### src/design/sat_types_pkg.sv
// SAT check engine encoding types
// widths of the problem, literal and assignment encodings,
// and the layout of a packed clause-table row
package sat_types_pkg;

    localparam int VAR_ADDR_W = 6;   // 64 variables
    localparam int NSAT       = 3;   // literals per clause
    localparam int SLOTS      = 4;   // clauses packed per row
    localparam int ROW_W      = 6;   // 64 clause rows

    typedef logic [VAR_ADDR_W-1:0] var_addr_t;
    typedef logic [ROW_W-1:0]      row_idx_t;
    typedef logic [SLOTS-1:0]      slot_mask_t;   // one enable per slot

    // literal = variable plus negation bit, also the translate-table index
    typedef struct packed {
        var_addr_t var_addr;
        logic      neg;         // 1 = negated literal
    } literal_t;

    // per-variable value, 2'b11 never stored
    typedef enum logic [1:0] {
        UNASSIGNED = 2'd0,
        VAL_FALSE  = 2'd1,
        VAL_TRUE   = 2'd2
    } assign_e;

    // the other NSAT-1 literals of one clause
    typedef struct packed {
        literal_t [NSAT-2:0] lit;
    } clause_slot_t;

    typedef clause_slot_t [SLOTS-1:0] clause_row_t;   // 56 bits by default

    typedef struct packed {
        row_idx_t   row;    // clause row holding this literal's clauses
        slot_mask_t mask;   // slots that belong to this literal
    } xlat_entry_t;

    typedef enum logic [1:0] {
        LIT_FALSE = 2'd0,
        LIT_TRUE  = 2'd1,
        LIT_OPEN  = 2'd2
    } lit_status_e;

endpackage

### src/design/assign_store.sv
// assignment store
// one value per variable, UNASSIGNED after reset; every literal of
// the current clause row is turned into false / true / open in parallel
`timescale 1ns/1ps

module assign_store #(
    parameter int VAR_ADDR_W = sat_types_pkg::VAR_ADDR_W,
    parameter int SLOTS      = sat_types_pkg::SLOTS
) (
    input  logic                       clk_i,
    input  logic                       arst_n_i,
    input  logic                       we_i,
    input  sat_types_pkg::var_addr_t   wr_var_i,
    input  sat_types_pkg::assign_e     wr_val_i,
    input  sat_types_pkg::clause_row_t row_i,
    output sat_types_pkg::lit_status_e [SLOTS-1:0][sat_types_pkg::NSAT-2:0] status_o
);
    import sat_types_pkg::*;

    localparam int NVARS = 2 ** VAR_ADDR_W;

    assign_e val_q [NVARS];

    // true when assigned and value differs from the negation bit
    function automatic lit_status_e lit_status(assign_e val, logic neg);
        if (val == UNASSIGNED) begin
            return LIT_OPEN;
        end
        return ((val == VAL_TRUE) != neg) ? LIT_TRUE : LIT_FALSE;
    endfunction

    always_ff @(posedge clk_i or negedge arst_n_i) begin
        if (!arst_n_i) begin
            for (int v = 0; v < NVARS; v++) begin
                val_q[v] <= UNASSIGNED;
            end
        end else if (we_i) begin
            val_q[wr_var_i] <= wr_val_i;   // visible from the next edge
        end
    end

    // combinational lookup, clause_eval samples it at edge 3
    always_comb begin
        for (int s = 0; s < SLOTS; s++) begin
            for (int l = 0; l < NSAT - 1; l++) begin
                status_o[s][l] = lit_status(val_q[row_i[s].lit[l].var_addr],
                                            row_i[s].lit[l].neg);
            end
        end
    end

    // host data is a raw vector upstream, catch the unused code 2'b11
    a_legal_value : assert property (@(posedge clk_i) disable iff (!arst_n_i)
        we_i |-> wr_val_i inside {UNASSIGNED, VAL_FALSE, VAL_TRUE})
        else $error("assign_store: illegal assignment encoding %b", wr_val_i);

endmodule

### config.mk
export PLATFORM = sky130hd
export DESIGN_NAME = assign_store
export DESIGN_NICKNAME = d
export VERILOG_FILES = /design/src/design/sat_types_pkg.sv /design/src/design/assign_store.sv
export SDC_FILE = /design/constraint.sdc
export NUM_CORES = 1
export LEC_CHECK = 0
export BUFFER_PORTS_ARGS = -buffer_cell sky130_fd_sc_hd__buf_2
export CAP_MARGIN = 10
export CORE_MARGIN = 3
export CORE_UTILIZATION = 60
export CTS_CLUSTER_SIZE = 24
export DETAILED_ROUTE_END_ITERATION = 10
export PLACE_DENSITY = 0.79
export SKIP_LAST_GASP = 1
export SLEW_MARGIN = 20
export SYNTH_ARGS = -nofsm -noshare
export SYNTH_HDL_FRONTEND = slang
export SYNTH_SLANG_ARGS = --single-unit
### constraint.sdc
create_clock -name clk_i -period 6 [get_ports clk_i]
set_input_delay 1.2 -clock clk_i [delete_from_list [all_inputs] [get_ports clk_i]]
set_output_delay 1.2 -clock clk_i [all_outputs]
set_load 0.03 [all_outputs]
==> impl_metrics.json <==
{
  "status": "finished, final reports clean",
  "fill_cells": 1443,
  "tightest_slew_ps": 818,
  "cts_made_buffers": 17,
  "rows": 54,
  "synth-simple-area-share": 0.0639,
  "yosysMostFrequentCell": "mux4_2",
  "cts_tree": "yes",
  "crit_type": "primary input to output port",
  "coreArea_mm2": 0.0221,
  "p_leak_uw": 0.00565,
  "ant_nets": 0,
  "synth_ff_type": "dfrtp_1",
  "dr.pass1.iters": 6,
  "area_delta_synth_final_pct": 7.91,
  "place_congestion": 1.01,
  "skew_ps": 0,
  "vias": 11000,
  "synth_edf_count": 0,
  "cts_num_sinks": 128,
  "setup_violations": 0,
  "drt_iter0_markers": 1859,
  "die_h_um": 157,
  "grt_pass1_wl_um": 69400,
  "antenna_found_initial": 1,
  "start_util": 0.617,
  "critPathLaunchType": "primary input",
  "r2r_slack_ps": 4930,
  "worstPathRequired_ps": 4800,
  "crit_top_cell": "buf_2",
  "clockBufferDepth": 2,
  "synth_commonest_cells": "290 x mux4_2, 153 x mux2_2, 128 x dfrtp_1, 57 x nand2_1, 41 x clkbuf_1",
  "numPortBuffers": 82,
  "drc": 0,
  "synth_compound_area_frac": 0.0356,
  "cts_resized": 0,
  "antenna_cells": 0,
  "synth_async_sr_flop_share": 1.00,
  "grt_overflow": 0,
  "placed_cells": 1229,
  "netlist_area_mm2": 0.0136,
  "cts.clk_slew.worst_paths_ps": 60,
  "clk_latency_ps": 410,
  "yosysWarnings": 0,
  "ir_worst_vdd_mv": 0.187,
  "synthCells": 947,
  "synth_seq_cells": 128,
  "synth_mux_area_frac": 0.630,
  "top_register": "val_q",
  "worstSetupEndpointType": "output port",
  "min_period_ps": 5210,
  "syn_nets": 1014,
  "synth_adder_area_share": 0,
  "drive_above_1_share": 0.593,
  "dieArea_mm2": 0.0246,
  "cap_violations": 0,
  "max_freq_ghz": 0.192,
  "crit_arrival_ps": 4010,
  "worst_path_max_delay_cell": "buf_2",
  "pin_count": 83,
  "grt_max_degree": 65,
  "synth.avg_cell_area_um2": 14.4,
  "final_nets": 1035,
  "track_usage": 0.379,
  "yosysTopAreaCell": "mux4_2",
  "via_per_inst": 8.72,
  "power.total_uw": 3660,
  "synth_xor_area_frac": 0,
  "p_per_area_mw_per_mm2": 249,
  "period_share": 0.869,
  "hp-class": "flip-flop to flip-flop",
  "wl_per_cell_um": 35.9,
  "final_hold_viol_count": 0,
  "postCtsSetupBuffers": 0,
  "wl_um": 45200,
  "reg_top3": "val_q x128",
  "synth_top_area_share": 0.479,
  "cts_root_buf": "clkbuf_16",
  "synthDistinctLibCells": 46,
  "cts.htree.levels": 4,
  "grt_pass1_vias": 11100,
  "finalNonFillerCells": 1261,
  "path_max_fanout": 22,
  "ys_seq_area_frac": 0.235,
  "dpl.hpwl_um": 31400,
  "largest_register_ffs": 128,
  "maxSlewViolCount": 0,
  "slew_headroom": 0.455,
  "die_w_um": 157,
  "rsz0062_at_grt": "no",
  "cp_slowest_stage_delay_ps": 600,
  "tns_ps": 0,
  "synth_top_family_by_area": "multiplexers",
  "synth_area_leaders": "mux4_2 48%, dfrtp_1 23%, mux2_2 13%, mux2i_1 2.5%, nand2_1 1.6%",
  "postCtsHoldBufs": 0,
  "path_cells": "buf_2 > buf_4 > mux4_2 > mux2i_1 > a22o_1 > a211oi_1 > or3b_2 > a32oi_1 > buf_2"
}
## area by class of cell
cell class | count | area, um2 | area share
sequential | 128 | 3200 | 0.218
multi-input combinational | 719 | 9970 | 0.677
clock buffer | 17 | 425 | 0.0289
inverter | 4 | 15.0 | 0.00102
tap | 280 | 350 | 0.0238
clock inverter | 15 | 195 | 0.0133
timing repair buffer | 98 | 563 | 0.0383
## critical path, delay by kind of cell
| family | cells | cell delay (ps) |
|---|---|---|
| mux | 2 | 770 |
| simple gates | 1 | 480 |
| compound gates | 3 | 460 |
| buf+inv | 3 | 1110 |
## final timing paths
kind	depth (start not counted)	to	from
max in group asynchronous	2	val_q[36]$_DFFE_PN0P_	arst_n_i
max reg2reg	1	val_q[28]$_DFFE_PN0P_	val_q[28]$_DFFE_PN0P_
min	1	val_q[13]$_DFFE_PN0P_	val_q[13]$_DFFE_PN0P_
min reg2reg	1	val_q[13]$_DFFE_PN0P_	val_q[13]$_DFFE_PN0P_
min in group asynchronous	1	val_q[126]$_DFFE_PN0P_	arst_n_i
max	9	status_o[10]	row_i[36]
## power breakdown
group          internal [uW]  leakage [uW]  switching, uW  total [uW]
clock                    668      0.000299            432        1100
sequential               972       0.00170            411        1380
combinational            710       0.00365            470        1180
## per-layer routing
metal,wire (um),vias up,part of all wire,track usage
met5,16,-,0.00035,0
met4,2720,2,0.060,0.186
met3,7620,231,0.17,0.146
met2,20100,1184,0.44,0.550
met1,14800,5475,0.33,0.506
li1,-,4101,-,-
## placed cells by master (no fill, tap or decap), types with 4 or more instances in the layout
cell / netlist / layout
a211oi_1: 8 / 8
a21oi_1: 13 / 13
a22oi_1: 5 / 5
a311oi_1: 4 / 4
a32oi_1: 6 / 6
and2_1: 6 / 6
buf_2: 20 / 79
buf_4: 6 / 17
clkbuf_16: 0 / 17
dfrtp_1: 128 / 128
inv_1: 4 / 4
inv_6: 0 / 8
mux2_2: 153 / 153
mux2i_1: 34 / 34
mux4_2: 290 / 290
nand2_1: 57 / 57
nand2b_1: 10 / 10
nand3_1: 12 / 12
nand3b_1: 8 / 8
nor2_1: 39 / 39
nor2b_1: 9 / 9
nor3_1: 11 / 9
nor3b_1: 6 / 5
o211ai_1: 4 / 4
o21ai_0: 4 / 4
o22ai_1: 4 / 4
or3b_2: 4 / 4
## per-stage QoR
step                hold WS [ps]  cell area, um2  setup WS, ps  utilization
finish                       770           14700           787        0.666
global route                 769           14700           668        0.666
CTS                          734           14700           793        0.666
detailed placement           708           14100           793        0.638
global placement             693           14100           881        0.637
floorplan                    589           13600          1180            -
## logic make-up (layout without fill, tap and decap cells)
logic type,after synthesis,count (layout)
DFF,128,128
and+or+nand+nor,175,175
AOI/OAI and AO/OA,67,67
buffers and inverters,100,134
muxes,477,477
Note: power is estimated with default switching activity, not from simulation.
