$ cat src/design/sat_types_pkg.sv
// SAT check engine encoding types
// widths of the problem, literal and assignment encodings,
// and the layout of a packed clause-table row
package sat_types_pkg;

    localparam int VAR_ADDR_W = 6;   // 64 variables
    localparam int NSAT       = 3;   // literals per clause
    localparam int SLOTS      = 4;   // clauses packed per row
    localparam int ROW_W      = 6;   // 64 clause rows

    typedef logic [VAR_ADDR_W-1:0] var_addr_t;
    typedef logic [ROW_W-1:0]      row_idx_t;
    typedef logic [SLOTS-1:0]      slot_mask_t;   // one enable per slot

    // literal = variable plus negation bit, also the translate-table index
    typedef struct packed {
        var_addr_t var_addr;
        logic      neg;         // 1 = negated literal
    } literal_t;

    // per-variable value, 2'b11 never stored
    typedef enum logic [1:0] {
        UNASSIGNED = 2'd0,
        VAL_FALSE  = 2'd1,
        VAL_TRUE   = 2'd2
    } assign_e;

    // the other NSAT-1 literals of one clause
    typedef struct packed {
        literal_t [NSAT-2:0] lit;
    } clause_slot_t;

    typedef clause_slot_t [SLOTS-1:0] clause_row_t;   // 56 bits by default

    typedef struct packed {
        row_idx_t   row;    // clause row holding this literal's clauses
        slot_mask_t mask;   // slots that belong to this literal
    } xlat_entry_t;

    typedef enum logic [1:0] {
        LIT_FALSE = 2'd0,
        LIT_TRUE  = 2'd1,
        LIT_OPEN  = 2'd2
    } lit_status_e;

endpackage

$ cat src/design/sat_msg_pkg.sv
// SAT check engine messages
// host write requests and the per-query result record
package sat_msg_pkg;

    // address must hold a full literal, data a full clause row
    localparam int HOST_ADDR_W = $bits(sat_types_pkg::literal_t);
    localparam int HOST_DATA_W = $bits(sat_types_pkg::clause_row_t);

    // store selected by a host write
    typedef enum logic [1:0] {
        TGT_XLAT   = 2'd0,   // literal translation table, addr = literal
        TGT_CLAUSE = 2'd1,   // clause table, addr = row index
        TGT_ASSIGN = 2'd2    // assignment store, addr = variable
    } wr_target_e;

    typedef struct packed {
        wr_target_e             target;
        logic [HOST_ADDR_W-1:0] addr;
        logic [HOST_DATA_W-1:0] data;   // low bits used for narrow stores
    } host_wr_t;

    // reduced outcome of one query
    typedef struct packed {
        logic                    conflict;        // some enabled clause fully false
        logic [2:0]              unit_count;      // clauses left with one open literal
        logic                    implied_valid;
        sat_types_pkg::literal_t implied_lit;     // from lowest unit slot
    } result_t;

endpackage

$ cat src/design/clause_eval.sv
// clause evaluator
// classifies each enabled slot as conflict or unit, counts the unit
// slots, picks the implied literal of the lowest unit slot and
// registers the reduced result
`timescale 1ns/1ps

module clause_eval #(
    parameter int SLOTS = sat_types_pkg::SLOTS
) (
    input  logic                       clk_i,
    input  logic                       arst_n_i,
    input  logic                       en_i,
    input  sat_types_pkg::clause_row_t row_i,
    input  sat_types_pkg::slot_mask_t  mask_i,
    input  sat_types_pkg::lit_status_e [SLOTS-1:0][sat_types_pkg::NSAT-2:0] status_i,
    output sat_msg_pkg::result_t       result_o
);
    import sat_types_pkg::*;
    import sat_msg_pkg::*;

    logic     [SLOTS-1:0] conflict_s;   // both other literals false
    logic     [SLOTS-1:0] unit_s;       // one false, one open
    literal_t [SLOTS-1:0] open_lit;     // candidate implied literal per slot
    result_t              res_d;

    // per-slot status, masked-off slots never report
    always_comb begin
        for (int s = 0; s < SLOTS; s++) begin
            conflict_s[s] = mask_i[s]
                         && status_i[s][0] == LIT_FALSE
                         && status_i[s][1] == LIT_FALSE;
            unit_s[s]     = mask_i[s]
                         && ((status_i[s][0] == LIT_FALSE && status_i[s][1] == LIT_OPEN)
                          || (status_i[s][0] == LIT_OPEN  && status_i[s][1] == LIT_FALSE));
            // only one literal can be open in a unit slot
            open_lit[s]   = (status_i[s][0] == LIT_OPEN) ? row_i[s].lit[0] : row_i[s].lit[1];
        end
    end

    // reduce over slots
    always_comb begin
        res_d          = '0;
        res_d.conflict = |conflict_s;
        // walk downwards so the lowest unit slot writes last
        for (int s = SLOTS - 1; s >= 0; s--) begin
            res_d.unit_count = res_d.unit_count + 3'(unit_s[s]);
            if (unit_s[s]) begin
                res_d.implied_valid = 1'b1;
                res_d.implied_lit   = open_lit[s];
            end
        end
    end

    always_ff @(posedge clk_i or negedge arst_n_i) begin
        if (!arst_n_i) begin
            result_o <= '0;
        end else if (en_i) begin
            result_o <= res_d;   // edge 3, held until the next query
        end
    end

endmodule

$ cat config.mk
export PLATFORM = sky130hd
export DESIGN_NAME = clause_eval
export DESIGN_NICKNAME = d
export VERILOG_FILES = /design/src/design/sat_types_pkg.sv /design/src/design/sat_msg_pkg.sv /design/src/design/clause_eval.sv
export SDC_FILE = /design/constraint.sdc
export NUM_CORES = 1
export LEC_CHECK = 0
export BUFFER_PORTS_ARGS = -buffer_cell sky130_fd_sc_hd__buf_2
export CAP_MARGIN = 15
export CORE_UTILIZATION = 42
export DETAILED_ROUTE_END_ITERATION = 8
export GPL_ROUTABILITY_DRIVEN = 0
export PLACE_DENSITY = 0.86
export SYNTH_ARGS = -nofsm -noshare
export SYNTH_HDL_FRONTEND = slang
export SYNTH_SLANG_ARGS = --single-unit
$ cat constraint.sdc
create_clock -name clk_i -period 2.2 [get_ports clk_i]
set_input_delay 0.44 -clock clk_i [delete_from_list [all_inputs] [get_ports clk_i]]
set_output_delay 0.44 -clock clk_i [all_outputs]
set_load 0.005 [all_outputs]
==> impl.org <==
** Run status
- Outcome :: finished, final reports clean

** Timing
- Highest Clock Rate :: approximately 460 MHz
- Fin crit period :: about 2.2 ns
- Setup violations remaining at the end of the flow were counted as 0.
- Clock skew after layout :: 0 ns
- Count of pins over their slew limit :: 0
- Relative max-transition margin :: between 60 and 70%
- The tightest hold path in the finished design has a slack of ~0.0074 ns.
- Setup WS post-layout :: 0.0117 ns
- In the finished design, the share of the clock period the worst path needs comes to ~99%.
- The final-report hold violation count came to 0.
- RSZ-0062 raised after global routing :: yes
- For the pin with the worst max-slew slack, the measured transition is just under 0.5 ns.

** Cells and area
- Summing all flip-flop and latch instances after layout gives 300 um2.
- Post-Layout Cell Count :: between 200 and 300
- 0 antenna diodes ended up in the layout.
- Compared with the post-synthesis result, the final layout area differs by 59.4%.
- Flip-flop count of the largest register, all copies and words added :: 12
- In the final layout, the registers with the most flip-flops are result_o (12).
- The register with the most flip-flops in the final layout is result_o.
- Core Util, Final :: 71.3%
- The post-route netlist has 55.6% of its cells at a drive strength greater than 1.
- Final Net Count :: 308
- In the final layout, the multi-input gates occupy just over 800 um2.
- After filler insertion, the fill cell instance count of the layout stands at 196.

** Synthesis
- Post-Synth Simple-Gate Area :: 19.0%
- The most used flip-flop cell after synthesis is dfrtp_1.
- Synthesis produced a netlist whose cell count is 122.
- By area, the combinational part of the netlist is dominated by multiplexers.
- Cell taking the most area after synthesis :: dfrtp_1
- The Yosys step of the flow raised 0 warnings.
- When the netlist entered floorplanning its net count stood at about 200.
- The portion of synthesized area spent on multiplexers is between 20% and 30%.
- After synthesis, the mean cell area works out to roughly 9.2 um2.
- After synthesis, flip-flops and latches occupy between 20% and 30% of the total area.
- Counting flops and latches in the post-synthesis netlist gives 12.
- The synthesized design contains 0 enable-type register cells.
- Post-synth cell types :: 33
- By area the synthesized netlist is led by dfrtp_1 (27%), mux2i_1 (19%), a221o_1 (6.3%).
- After Yosys synthesis, XOR and XNOR cells account for 3.13% of the synthesized area.
- In the synthesized netlist the async set-or-reset flop fraction comes to 100%.
- Compound-cell area share of the yosys netlist :: about 20%
- Of the post-synthesis cell area, the dominant cell type holds a little over a quarter.
- Of the total synthesized cell area, the portion taken by full adders, half adders and majority gates is 4.03%.
- The mapped netlist covers around 1100 um2.

** CTS
- TritonCTS built the clock tree.
- CTS placed an instance of clkbuf_4 at the clock tree root.
- In this run the number of H-tree levels came out at 1.
- Counting the buffers created by CTS gives 3.
- Clock latency on the worst-skew pair, taken at its later pin, is between 0.2 and 0.3 ns.
- Counting along the longest clock path gives a buffer depth of 2.
- Buffers inserted to repair hold after CTS numbered 0.
- Post-CTS Setup Inserts :: 0
- For this design, the sink count on the clock tree is 12.
- After clock tree synthesis, the clock-pin slew on the worst setup and hold paths is around 0.080 ns.

** Floorplan
- The die covers 2870 um2.
- Count of standard-cell rows :: 18
- ~90 I/O pins were placed.
- The die is roughly 54 um tall.
- Initial core utilization :: 44.7%
- Horizontal extent of the die :: between 50 and 60 um
- In this run the standard cell core region covers about 2500 um2.

** Hold path
- Kind of path behind the tightest hold check :: in -> async

** Critical path
- Along the worst path, the maximum fanout reaches 2.
- Data arrival time of the worst path :: around 2.4 ns
- Worst Path Required :: between 2 and 2.5 ns
- Crit path capture type :: flop
- Register-to-register setup slack :: 1.36 ns
- Number of cells on the worst reg-to-reg path :: 1
- Crit path kind :: in -> reg
- The worst setup path is launched from a primary input.

** Routing
- Initial DRC count :: 16
- Average detailed-routed wire length per instance :: approximately 13 um
- Final routed wirelength across all metal layers :: approximately 3.4 mm
- Final ANT Viol Nets :: 0
- DR vias :: 1324
- The first detailed-routing pass took 4 iterations.
- DRC violation count after routing :: 0
- Using the TritonRoute via totals, the vias-per-cell ratio works out to between 5 and 6.

** Pwr
- Cell area power density :: between 300 and 400 nW/um2
- The analysis attributes to cell leakage a power of roughly 0.95 nW.
- Maximum vdd ir drop :: 0.265 mV

** Placed design
- OpenSTA, run right after detailed placement, puts the worst setup slack at -0.360 ns.
- Number of port buffers :: 90
- Total placed cells including tap cells :: approximately 250
- Hpwl dp :: around 2.9 mm

** GRT
- First-pass GRT wire length :: 5.39 mm
- Vias in the first global route :: around 1300
- Global routing consumed, over all layers together, 26.4% of the routing resources.
- Largest net degree at the start of global routing :: 17
- The initial antenna violation count is 0.
- For this run the aggregate overflow at the end of global routing stands at 0.

** Run
- Across the run, the number of max-cap violations was 0.
==> layout make-up <==
class | instances | share of cell area (%)
clock buffer | 4 | 2.04
inverter | 5 | 1.05
multi-input combinational | 97 | 45.2
sequential | 12 | 16.8
tap | 30 | 2.11
timing repair buffer | 107 | 32.8
==> stage by stage <==
step | cell area (um2) | power, mW | TNS [ns]
floorplan | 1160 | 0.372 | -0.593
CTS | 1770 | 0.690 | 0
global route | 1780 | 0.730 | -0.0156
finish | 1780 | 0.688 | 0
global placement | 1730 | 0.500 | -0.714
detailed placement | 1730 | 0.508 | -0.871
==> repair_timing <==
action	in CTS	in global routing
pin swaps	2	0
resized for setup	4	2
endpoints found under the setup margin	1	1
==> cell usage in the layout (no fill, tap or decap) <==
cell	n
buf_2	89
mux2i_1	21
buf_4	17
nand2_1	15
dfrtp_1	12
nor3_1	10
a31oi_1	7
o221ai_1	7
a221o_1	7
or3b_4	3
inv_1	3
nor2b_1	3
mux2_4	3
clkbuf_4	3
xor2_1	2
inv_2	2
xnor2_1	2
nor3b_1	2
ha_4	2
nor2b_2	1
or2_4	1
or2_1	1
nand2b_1	1
o21ai_1	1
and2b_2	1
o211ai_4	1
nor4_1	1
nor2_1	1
a21oi_1	1
a41oi_1	1
a21o_1	1
fa_1	1
clkbuf_8	1
buf_6	1
==> per-layer routing <==
| layer | wire length, um | global-route usage, % | vias up |
|---|---|---|---|
| met5 | 0 | 0 | - |
| met4 | 42 | 9.21 | 0 |
| met3 | 160 | 4.52 | 6 |
| met2 | 1790 | 47.1 | 52 |
| met1 | 1380 | 31.7 | 595 |
| li1 | - | - | 671 |
==> critical path, cell delays in order <==
cell and delay, ns:
buf_6 0.09, or3b_4 0.40, or2_4 0.27, fa_1 0.52, inv_2 0.05, ha_4 0.15, ha_4 0.20, mux2_4 0.24
==> logic make-up (layout without fill, tap and decap cells) <==
kind of cell / Yosys count / after routing
and+or+nand+nor: 40 / 40
buffers and inverters: 13 / 116
muxes: 24 / 24
DFF: 12 / 12
adders and majority gates: 3 / 3
xor gates and xnor gates: 4 / 4
AOI/OAI and AO/OA: 26 / 26
==> final timing paths <==
| kind | start | end |
|---|---|---|
| max | status_i[0] | result_o[9] |
| min | arst_n_i | result_o[7] |
| max reg2reg | result_o[6] | result_o[6] |
| min reg2reg | result_o[7] | result_o[7] |
| max in group asynchronous | arst_n_i | result_o[4] |
| min in group clk_i | en_i | result_o[11] |
==> Yosys cell counts (3+ instances only) <==
library cell,instances
a31oi_1,7
a221o_1,7
nand2_1,15
mux2i_1,21
nor2b_1,4
clkbuf_1,3
inv_1,4
mux2_2,3
o221ai_1,7
nor3_1,10
dfrtp_1,12
==> power by group <==
part	leakage, nW	total, mW	internal (mW)	switching (mW)
clock	0.0210	0.182	0.101	0.0811
sequential	0.160	0.251	0.240	0.0107
combinational	0.767	0.255	0.145	0.110
No activity file was read; power rests on OpenSTA's default activity.
