===== src/design/sat_types_pkg.sv =====
// SAT check engine encoding types
// widths of the problem, literal and assignment encodings,
// and the layout of a packed clause-table row
package sat_types_pkg;

    localparam int VAR_ADDR_W = 6;   // 64 variables
    localparam int NSAT       = 3;   // literals per clause
    localparam int SLOTS      = 4;   // clauses packed per row
    localparam int ROW_W      = 6;   // 64 clause rows

    typedef logic [VAR_ADDR_W-1:0] var_addr_t;
    typedef logic [ROW_W-1:0]      row_idx_t;
    typedef logic [SLOTS-1:0]      slot_mask_t;   // one enable per slot

    // literal = variable plus negation bit, also the translate-table index
    typedef struct packed {
        var_addr_t var_addr;
        logic      neg;         // 1 = negated literal
    } literal_t;

    // per-variable value, 2'b11 never stored
    typedef enum logic [1:0] {
        UNASSIGNED = 2'd0,
        VAL_FALSE  = 2'd1,
        VAL_TRUE   = 2'd2
    } assign_e;

    // the other NSAT-1 literals of one clause
    typedef struct packed {
        literal_t [NSAT-2:0] lit;
    } clause_slot_t;

    typedef clause_slot_t [SLOTS-1:0] clause_row_t;   // 56 bits by default

    typedef struct packed {
        row_idx_t   row;    // clause row holding this literal's clauses
        slot_mask_t mask;   // slots that belong to this literal
    } xlat_entry_t;

    typedef enum logic [1:0] {
        LIT_FALSE = 2'd0,
        LIT_TRUE  = 2'd1,
        LIT_OPEN  = 2'd2
    } lit_status_e;

endpackage


===== src/design/sat_msg_pkg.sv =====
// SAT check engine messages
// host write requests and the per-query result record
package sat_msg_pkg;

    // address must hold a full literal, data a full clause row
    localparam int HOST_ADDR_W = $bits(sat_types_pkg::literal_t);
    localparam int HOST_DATA_W = $bits(sat_types_pkg::clause_row_t);

    // store selected by a host write
    typedef enum logic [1:0] {
        TGT_XLAT   = 2'd0,   // literal translation table, addr = literal
        TGT_CLAUSE = 2'd1,   // clause table, addr = row index
        TGT_ASSIGN = 2'd2    // assignment store, addr = variable
    } wr_target_e;

    typedef struct packed {
        wr_target_e             target;
        logic [HOST_ADDR_W-1:0] addr;
        logic [HOST_DATA_W-1:0] data;   // low bits used for narrow stores
    } host_wr_t;

    // reduced outcome of one query
    typedef struct packed {
        logic                    conflict;        // some enabled clause fully false
        logic [2:0]              unit_count;      // clauses left with one open literal
        logic                    implied_valid;
        sat_types_pkg::literal_t implied_lit;     // from lowest unit slot
    } result_t;

endpackage


===== src/design/implication_ctrl.sv =====
// implication engine control
// LOAD/RUN mode FSM, host write routing to the three stores,
// reject pulse for illegal requests and the query valid pipeline
// that enables the lookup, evaluation and result stages
`timescale 1ns/1ps

module implication_ctrl (
    input  logic                  clk_i,
    input  logic                  arst_n_i,
    input  logic                  host_wr_valid_i,
    input  sat_msg_pkg::host_wr_t host_wr_i,
    input  logic                  start_i,
    input  logic                  stop_i,
    input  logic                  query_valid_i,
    output logic                  xlat_we_o,
    output logic                  clause_we_o,
    output logic                  assign_we_o,
    output logic                  lookup_en_o,    // clause table read
    output logic                  eval_en_o,      // result register load
    output logic                  result_valid_o,
    output logic                  reject_o,
    output logic                  run_o
);
    import sat_msg_pkg::*;

    typedef enum logic {
        LOAD = 1'b0,
        RUN  = 1'b1
    } mode_e;

    mode_e      state_q, state_d;
    logic       wr_xlat, wr_clause, wr_assign;   // decoded write targets
    logic       wr_illegal;
    logic       query_ok;
    logic       reject_d;
    logic       reject_q;
    logic [2:0] vld_q;                           // one bit per pipe stage

    always_comb begin
        state_d = state_q;
        case (state_q)
            LOAD: begin
                if (start_i) begin
                    state_d = RUN;
                end
            end
            RUN: begin
                if (stop_i) begin
                    state_d = LOAD;
                end
            end
            default: state_d = LOAD;
        endcase
    end

    assign wr_xlat   = host_wr_valid_i && host_wr_i.target == TGT_XLAT;
    assign wr_clause = host_wr_valid_i && host_wr_i.target == TGT_CLAUSE;
    assign wr_assign = host_wr_valid_i && host_wr_i.target == TGT_ASSIGN;

    // tables only in LOAD, assignments any time
    assign xlat_we_o   = wr_xlat && state_q == LOAD;
    assign clause_we_o = wr_clause && state_q == LOAD;
    assign assign_we_o = wr_assign;

    // table write in RUN, or a target code with no store behind it
    assign wr_illegal = ((wr_xlat || wr_clause) && state_q == RUN)
                     || (host_wr_valid_i && !(wr_xlat || wr_clause || wr_assign));
    assign query_ok   = query_valid_i && state_q == RUN;
    assign reject_d   = wr_illegal || (query_valid_i && state_q == LOAD);

    always_ff @(posedge clk_i or negedge arst_n_i) begin
        if (!arst_n_i) begin
            state_q  <= LOAD;
            reject_q <= 1'b0;
            vld_q    <= '0;
        end else begin
            state_q  <= state_d;
            reject_q <= reject_d;                   // one cycle after the strobe
            vld_q    <= {vld_q[1:0], query_ok};     // no stall, shifts every cycle
        end
    end

    assign lookup_en_o    = vld_q[0];   // xlat entry registered at edge 1
    assign eval_en_o      = vld_q[1];   // row and mask registered at edge 2
    assign result_valid_o = vld_q[2];   // result registered at edge 3
    assign reject_o       = reject_q;
    assign run_o          = state_q == RUN;

    // tables are read-only while queries may be in flight,
    // stop_i does not drain the pipe so a quick reload could overlap
    a_no_table_wr_in_flight : assert property (@(posedge clk_i) disable iff (!arst_n_i)
        (xlat_we_o || clause_we_o) |-> vld_q == '0)
        else $error("implication_ctrl: table write enable while a query is in flight");

endmodule


===== config.mk =====
export PLATFORM = sky130hd
export DESIGN_NAME = implication_ctrl
export DESIGN_NICKNAME = d
export VERILOG_FILES = /design/src/design/sat_types_pkg.sv /design/src/design/sat_msg_pkg.sv /design/src/design/implication_ctrl.sv
export SDC_FILE = /design/constraint.sdc
export NUM_CORES = 1
export LEC_CHECK = 0
export ABC_CLOCK_PERIOD_IN_PS = 870
export BUFFER_PORTS_ARGS = -buffer_cell sky130_fd_sc_hd__buf_4
export CORE_ASPECT_RATIO = 0.9
export CORE_MARGIN = 2
export CORE_UTILIZATION = 13
export CTS_CLUSTER_SIZE = 8
export DETAILED_ROUTE_END_ITERATION = 8
export GPL_TIMING_DRIVEN = 0
export PLACE_DENSITY_LB_ADDON = 0.08
export SETUP_SLACK_MARGIN = 0.5
export SLEW_MARGIN = 20
export SYNTH_ARGS = -nofsm -noshare
export SYNTH_HDL_FRONTEND = slang
export SYNTH_SLANG_ARGS = --single-unit
export TNS_END_PERCENT = 10

===== constraint.sdc =====
create_clock -name clk_i -period 0.87 [get_ports clk_i]
set_clock_uncertainty 0.15 [all_clocks]
set_input_delay 0.087 -clock clk_i [delete_from_list [all_inputs] [get_ports clk_i]]
set_output_delay 0.087 -clock clk_i [all_outputs]
set_load 0.01 [all_outputs]

==> metrics.md, run 1 <==
| Metric | Value |
|---|---|
| Status | `finished with violations` |
| Failing checks | `negative hold slack, negative setup slack` |
| CP Max Fanout | `3` |
| Wire length per cell | `10.1 microns` |
| Worst hold path class | `in2async` |
| Yosys top cell area share | `0.649` |
| Sink Count | `5` |
| Iter 0 DRT Violations | `0` |
| Gr ovfl total | `0` |
| Final Wtd Congestion | `0.603` |
| Die width | `44.6 microns` |
| Number of max-cap violations | `0` |
| Drt total wl | `517 microns` |
| Post-synth EDFFs | `0` |
| Finish-stage setup viols | `10` |
| Worst vdd ir | `440 uV` |
| Layout cells sized above 1 | `0.667` |
| Number of antenna violations at the first check in global routing | `0` |
| Post-DP HPWL | `417 microns` |
| Crit path time final | `1.26 ns` |
| Initial core utilization | `0.136` |
| Routed vias | `196` |
| Max_slew headroom | `0.877` |
| Pleak | `0.201 nW` |
| Pin count of the biggest net entering global routing | `6` |
| Cell taking the most area after synthesis | `dfrtp_1` |
| Worst-path clk slew | `0.04 ns` |
| Max frequency | `791 MHz` |
| Final period util | `1.45` |
| Clock Latency Late Sink | `0.24 ns` |
| Pre-CTS setup slack | `-0.198 ns` |
| Final hold slack | `-0.517 ns` |
| Max-slew violations | `0` |
| Post-Synthesis Cells | `16` |
| Critical path arrival | `1.03 ns` |
| Final hold vios | `8` |
| Pwr dens | `1700 mW/mm^2` |
| Final Power | `0.677 mW` |
| Synth async-reset ratio | `1.00` |
| Avg Synthesized Cell Area | `12.0 sq um` |
| Layout fillers | `155` |
| RSZ-0062 raised after global routing | `yes` |
| Least-Margin Pin Slew | `0.183 ns` |
| Syn-to-layout area delta | `107%` |
| Yosys warns | `0` |
| Root Buffer | `clkbuf_4` |
| Distinct cells, synth | `9` |
| CP Launch Type | `flip-flop` |
| DIE AREA | `0.00181 sq mm` |
| # IOs | `79` |
| CTS tree | `done` |
| Worst setup EP type | `primary output` |
| Remaining DRCs | `0` |
| Most common cell in the netlist | `dfrtp_1` |
| GRT Total Usage | `0.0789` |
| Top post-synthesis cells by area | `dfrtp_1 65%, mux2i_1 10%, inv_1 5.8%` |
| Antenna Nets Post-Route | `0` |
| Vias in the first global route | `211` |
| Num rows | `13` |
| TritonCTS Buffers | `3` |
| Die Height | `40.5 microns` |
| Synth cell count leaders | `5 x dfrtp_1, 3 x inv_1, 2 x mux2i_1` |
| Maximum clock path buffer count | `2` |
| Post-synth top flop | `dfrtp_1` |
| Critical path class | `reg2out` |
| First-pass GRT wire length | `862 microns` |
| Cell Area, Synth | `193 sq um` |
| N_diodes | `0` |
| Yosys reg bits | `5` |
| Vias per cell | `3.84` |
| CORE AREA | `0.00142 sq mm` |
| Fin nets | `108` |
| Setup ws final | `-0.395 ns` |
| I/O Buffers | `15` |
| Critical Path RT | `0.63 ns` |
| Post-synthesis sequential area ratio | `0.649` |
| Post-Syn Nets | `87` |
| Drt pass-1 iters | `1` |
| CTS H-tree lvls | `1` |
-- logic make-up (layout without fill, tap and decap cells) --
logic type	count (synthesis)	count (layout)	synth area share
AO/OA/AOI/OAI	1	1	0.0325
AND/OR/NAND/NOR	5	5	0.156
flip-flops	5	5	0.649
multiplexers	2	2	0.104
buffers and inverters	3	23	0.0584
-- worst paths after layout --
path	depth (start not counted)	from	to	slack [ns]
worst max register to register	3	run_o	reject_o	-0.21
worst min register to register	0	vld_q[0]	vld_q[1]	0.24
max in group asynchronous	1	arst_n_i	run_o	0.96
min in group clk_i	2	stop_i	run_o	-0.13
worst min-delay path	1	arst_n_i	reject_o	-0.52
worst max-delay path	2	run_o	xlat_we_o	-0.39
-- cells in the final DEF, fill, tap and decap left out, drive strengths merged --
| cell type | n |
|---|---|
| o22ai | 1 |
| nor3b | 1 |
| inv | 3 |
| dfrtp | 5 |
| nand2 | 1 |
| clkbuf | 4 |
| mux2i | 2 |
| nor4 | 1 |
| and2 | 1 |
| nor3 | 1 |
| buf | 16 |
-- power breakdown --
part           switching [mW]  internal [mW]  total (mW)
clock                  0.0935          0.173       0.267
combinational          0.0560         0.0831       0.139
sequential             0.0159          0.255       0.271
-- cell type report --
class,instances,area (sq um),area share
timing repair buffer,16,135,0.339
sequential,5,126,0.317
multi-input combinational,8,81.3,0.204
clock buffer,4,26.3,0.0658
tap,15,18.8,0.0470
inverter,3,11.3,0.0282
-- per-stage QoR --
step | util | setup TNS (ns) | cell area, sq um | instances
5_1_grt | 0.282 | -2.27 | 399 | 51
3_3_place_gp | 0.244 | -0.467 | 345 | 46
2_1_floorplan | - | -0.280 | 214 | 16
3_5_place_dp | 0.244 | -0.544 | 345 | 46
6_report | 0.282 | -1.90 | 399 | 51
4_1_cts | 0.279 | -2.03 | 394 | 51
-- critical path, cell delays in order, from the launching register on --
cell and delay [ns]:
dfrtp_2 0.43, nor4_4 0.21, buf_4 0.15
-- routing by layer --
layer	up-vias	track usage	wire [microns]
met1	84	0.0633	184
met4	0	0.114	21
met5	-	0	0
met2	16	0.112	226
met3	4	0.0541	83
li1	92	-	-
-- sequential cells by signal, summed over array words and instances (netlist names) --
name	cells
run_o	1
vld_q	3
reject_o	1
-- what timing repair did --
item / CTS / global route
pin swaps: 1 / 0
setup endpoints to repair: 13 / 13
setup buffers: 1 / 0
endpoints found under the hold margin: 8 / 8
resized for setup: 4 / 1
No activity file was read; power rests on OpenSTA's default activity.
==> inputs of run 2 (changes only) <==
--- a/config.mk
+++ b/config.mk
@@ -12,7 +12,6 @@
 export CORE_UTILIZATION = 13
 export CTS_CLUSTER_SIZE = 8
 export DETAILED_ROUTE_END_ITERATION = 8
-export GPL_TIMING_DRIVEN = 0
 export PLACE_DENSITY_LB_ADDON = 0.08
 export SETUP_SLACK_MARGIN = 0.5
 export SLEW_MARGIN = 20
==> metrics.md, run 2 (synthesis gave the netlist of run 1 again) <==
| Metric | Value |
|---|---|
| CTS tree | `done` |
| Pwr dens | `1640 mW/mm^2 (-3.2%)` |
| Critical path arrival | `1.03 ns (about the same)` |
| NetSw | `0.158 mW (-4.2%)` |
| Die width | `44.6 microns (unchanged)` |
| Number of antenna violations at the first check in global routing | `0 (unchanged)` |
| Setup_tns | `-1.96 ns (-0.0596 ns)` |
| Critical Path RT | `0.63 ns (about the same)` |
| Int Pwr | `0.522 mW (+2.0%)` |
| Setup ws final | `-0.396 ns (-0.00129 ns)` |
| Net Sw Frac | `0.233 (-0.0114)` |
| Pin count of the biggest net entering global routing | `6 (unchanged)` |
| Slowest stage delay, CP | `0.44 ns (about the same)` |
| Worst vdd ir | `367 uV (-17%)` |
| Clock power share | `0.379 (-0.015)` |
| Gr ovfl total | `0 (unchanged)` |
| Finish-stage setup viols | `10 (unchanged)` |
| Most frequent cells in the layout | `14 x buf_4, 4 x buf_6, 4 x dfrtp_1, 3 x inv_1, 3 x clkbuf_4` |
| N_diodes | `0 (unchanged)` |
| Worst-path clk slew | `0.04 ns (about the same)` |
| Layout cells sized above 1 | `0.684 (+0.0175)` |
| Worst hold path class | `in2async` |
| Vias in the first global route | `208 (-1.4%)` |
| Max frequency | `790 MHz (-0.10%)` |
| Sequential power share | `0.400 (about the same)` |
| TritonCTS Buffers | `3 (unchanged)` |
| RSZ-0062 raised after global routing | `yes` |
| Max-slew violations | `0 (unchanged)` |
| Root Buffer | `clkbuf_4` |
| Final Wtd Congestion | `0.616 (+2.1%)` |
| Slowest-stage cell, CP | `dfrtp_2` |
| Wire length per cell | `9.08 microns (-10%)` |
| First-pass GRT wire length | `800 microns (-7.2%)` |
| Maximum clock path buffer count | `2 (unchanged)` |
| Syn-to-layout area delta | `115%` |
| Number of max-cap violations | `0 (unchanged)` |
| GRT Total Usage | `0.0701 (-0.00880)` |
| Worst setup EP type | `primary output` |
| Final period util | `1.46 (+0.00149)` |
| Clock Latency Late Sink | `0.23 ns (about the same)` |
| Initial core utilization | `0.136 (unchanged)` |
| Status | `finished with violations` |
| # IOs | `79 (unchanged)` |
| Layout fillers | `154 (-0.65%)` |
| Max_slew headroom | `0.882 (+0.00466)` |
| CORE AREA | `0.00142 sq mm (unchanged)` |
| DIE AREA | `0.00181 sq mm (unchanged)` |
| Design area | `414 sq um (+3.8%)` |
| Failing checks | `negative hold slack, negative setup slack` |
| Pleak | `0.211 nW (+4.8%)` |
| Part of the power in combinational logic | `0.220 (+0.015)` |
| Num rows | `13 (unchanged)` |
| Final hold vios | `8 (unchanged)` |
| Drt total wl | `481 microns (-7.0%)` |
| Pre-CTS setup slack | `-0.160 ns (+0.0373 ns)` |
| Crit path time final | `1.27 ns (+0.00130 ns)` |
| Biggest register | `vld_q` |
| Vias per cell | `3.70 (-3.8%)` |
| Cell count after placement | `48 (+4.3%)` |
| Critical path class | `reg2out` |
| Final Util | `0.293 (+0.0106)` |
| Die Height | `40.5 microns (unchanged)` |
| Sink Count | `5 (unchanged)` |
| Max FFs per register | `3 (unchanged)` |
| I/O Buffers | `15 (unchanged)` |
| CP Max Fanout | `4 (+1)` |
| Final hold slack | `-0.507 ns (+0.0104 ns)` |
| Iter 0 DRT Violations | `0 (unchanged)` |
| Post-DP HPWL | `389 microns (-6.7%)` |
| Most common cell after layout, fill and taps aside | `buf_4` |
| Layout Cells excl Fill | `53 (+3.9%)` |
| DP Area | `360 sq um (+4.3%)` |
| CTS H-tree lvls | `1 (unchanged)` |
| Remaining DRCs | `0 (unchanged)` |
| CP Launch Type | `flip-flop` |
| Crit-path cells | `nor4_4 > buf_4` |
| Fin nets | `110 (+1.9%)` |
| Routed vias | `196 (unchanged)` |
| Drt pass-1 iters | `1 (unchanged)` |
| Antenna Nets Post-Route | `0 (unchanged)` |
| Least-Margin Pin Slew | `0.176 ns (-0.00693 ns)` |
==> run 2: per-stage QoR <==
step                hold WS (ns)  power, mW
floorplan                 -0.359      0.314
global placement          -0.259      0.407
detailed placement        -0.258      0.407
CTS                       -0.515      0.700
global route              -0.523      0.735
finish                    -0.507      0.680
==> run 2: path summary, 6_finish.rpt <==
check,start,endpoint,slack [ns],cells past startpoint
max,run_o,xlat_we_o,-0.40,2
min,arst_n_i,vld_q[0],-0.51,1
max reg2reg,run_o,vld_q[0],-0.25,3
min reg2reg,vld_q[0],vld_q[1],0.25,0
max in group asynchronous,arst_n_i,run_o,0.96,1
min in group clk_i,stop_i,run_o,-0.12,2
==> run 2: worst max-delay path, delay by kind of cell (launching register included) <==
kind / cells / cell delay (ns)
AND/OR/NAND/NOR: 1 / 0.20
buffers and inverters: 1 / 0.15
flip-flops: 1 / 0.44
==> run 2: area by class of cell <==
cell class / count / area [sq um] / area share
Sequential cell: 5 / 126 / 0.305
Clock buffer: 4 / 26.3 / 0.0634
Tap cell: 15 / 18.8 / 0.0453
Inverter: 3 / 11.3 / 0.0272
Timing Repair Buffer: 18 / 150 / 0.363
Multi-Input combinational cell: 8 / 81.3 / 0.196
==> run 2: what timing repair did <==
item	4_1_cts	5_1_grt
pin swaps	1	0
endpoints found under the hold margin	8	8
endpoints found under the setup margin	13	13
gates cloned	0	0
buffers inserted	1	0
resized for setup	4	1
==> run 2: power by group through the flow <==
stage,combinational (mW),clock [mW],sequential [mW]
finish,0.150,0.258,0.272
global route,0.165,0.296,0.274
CTS,0.150,0.277,0.273
detailed placement,0.133,0,0.275
global placement,0.133,0,0.273
floorplan,0.0287,0,0.285
==> run 2: per-layer routing <==
layer  track usage  vias up  routed length [microns]
met1        0.0735       83                      198
met5             0        -                        0
met3        0.0315        2                       69
met2        0.0833       14                      200
met4         0.114        0                       12
li1              -       97                        -
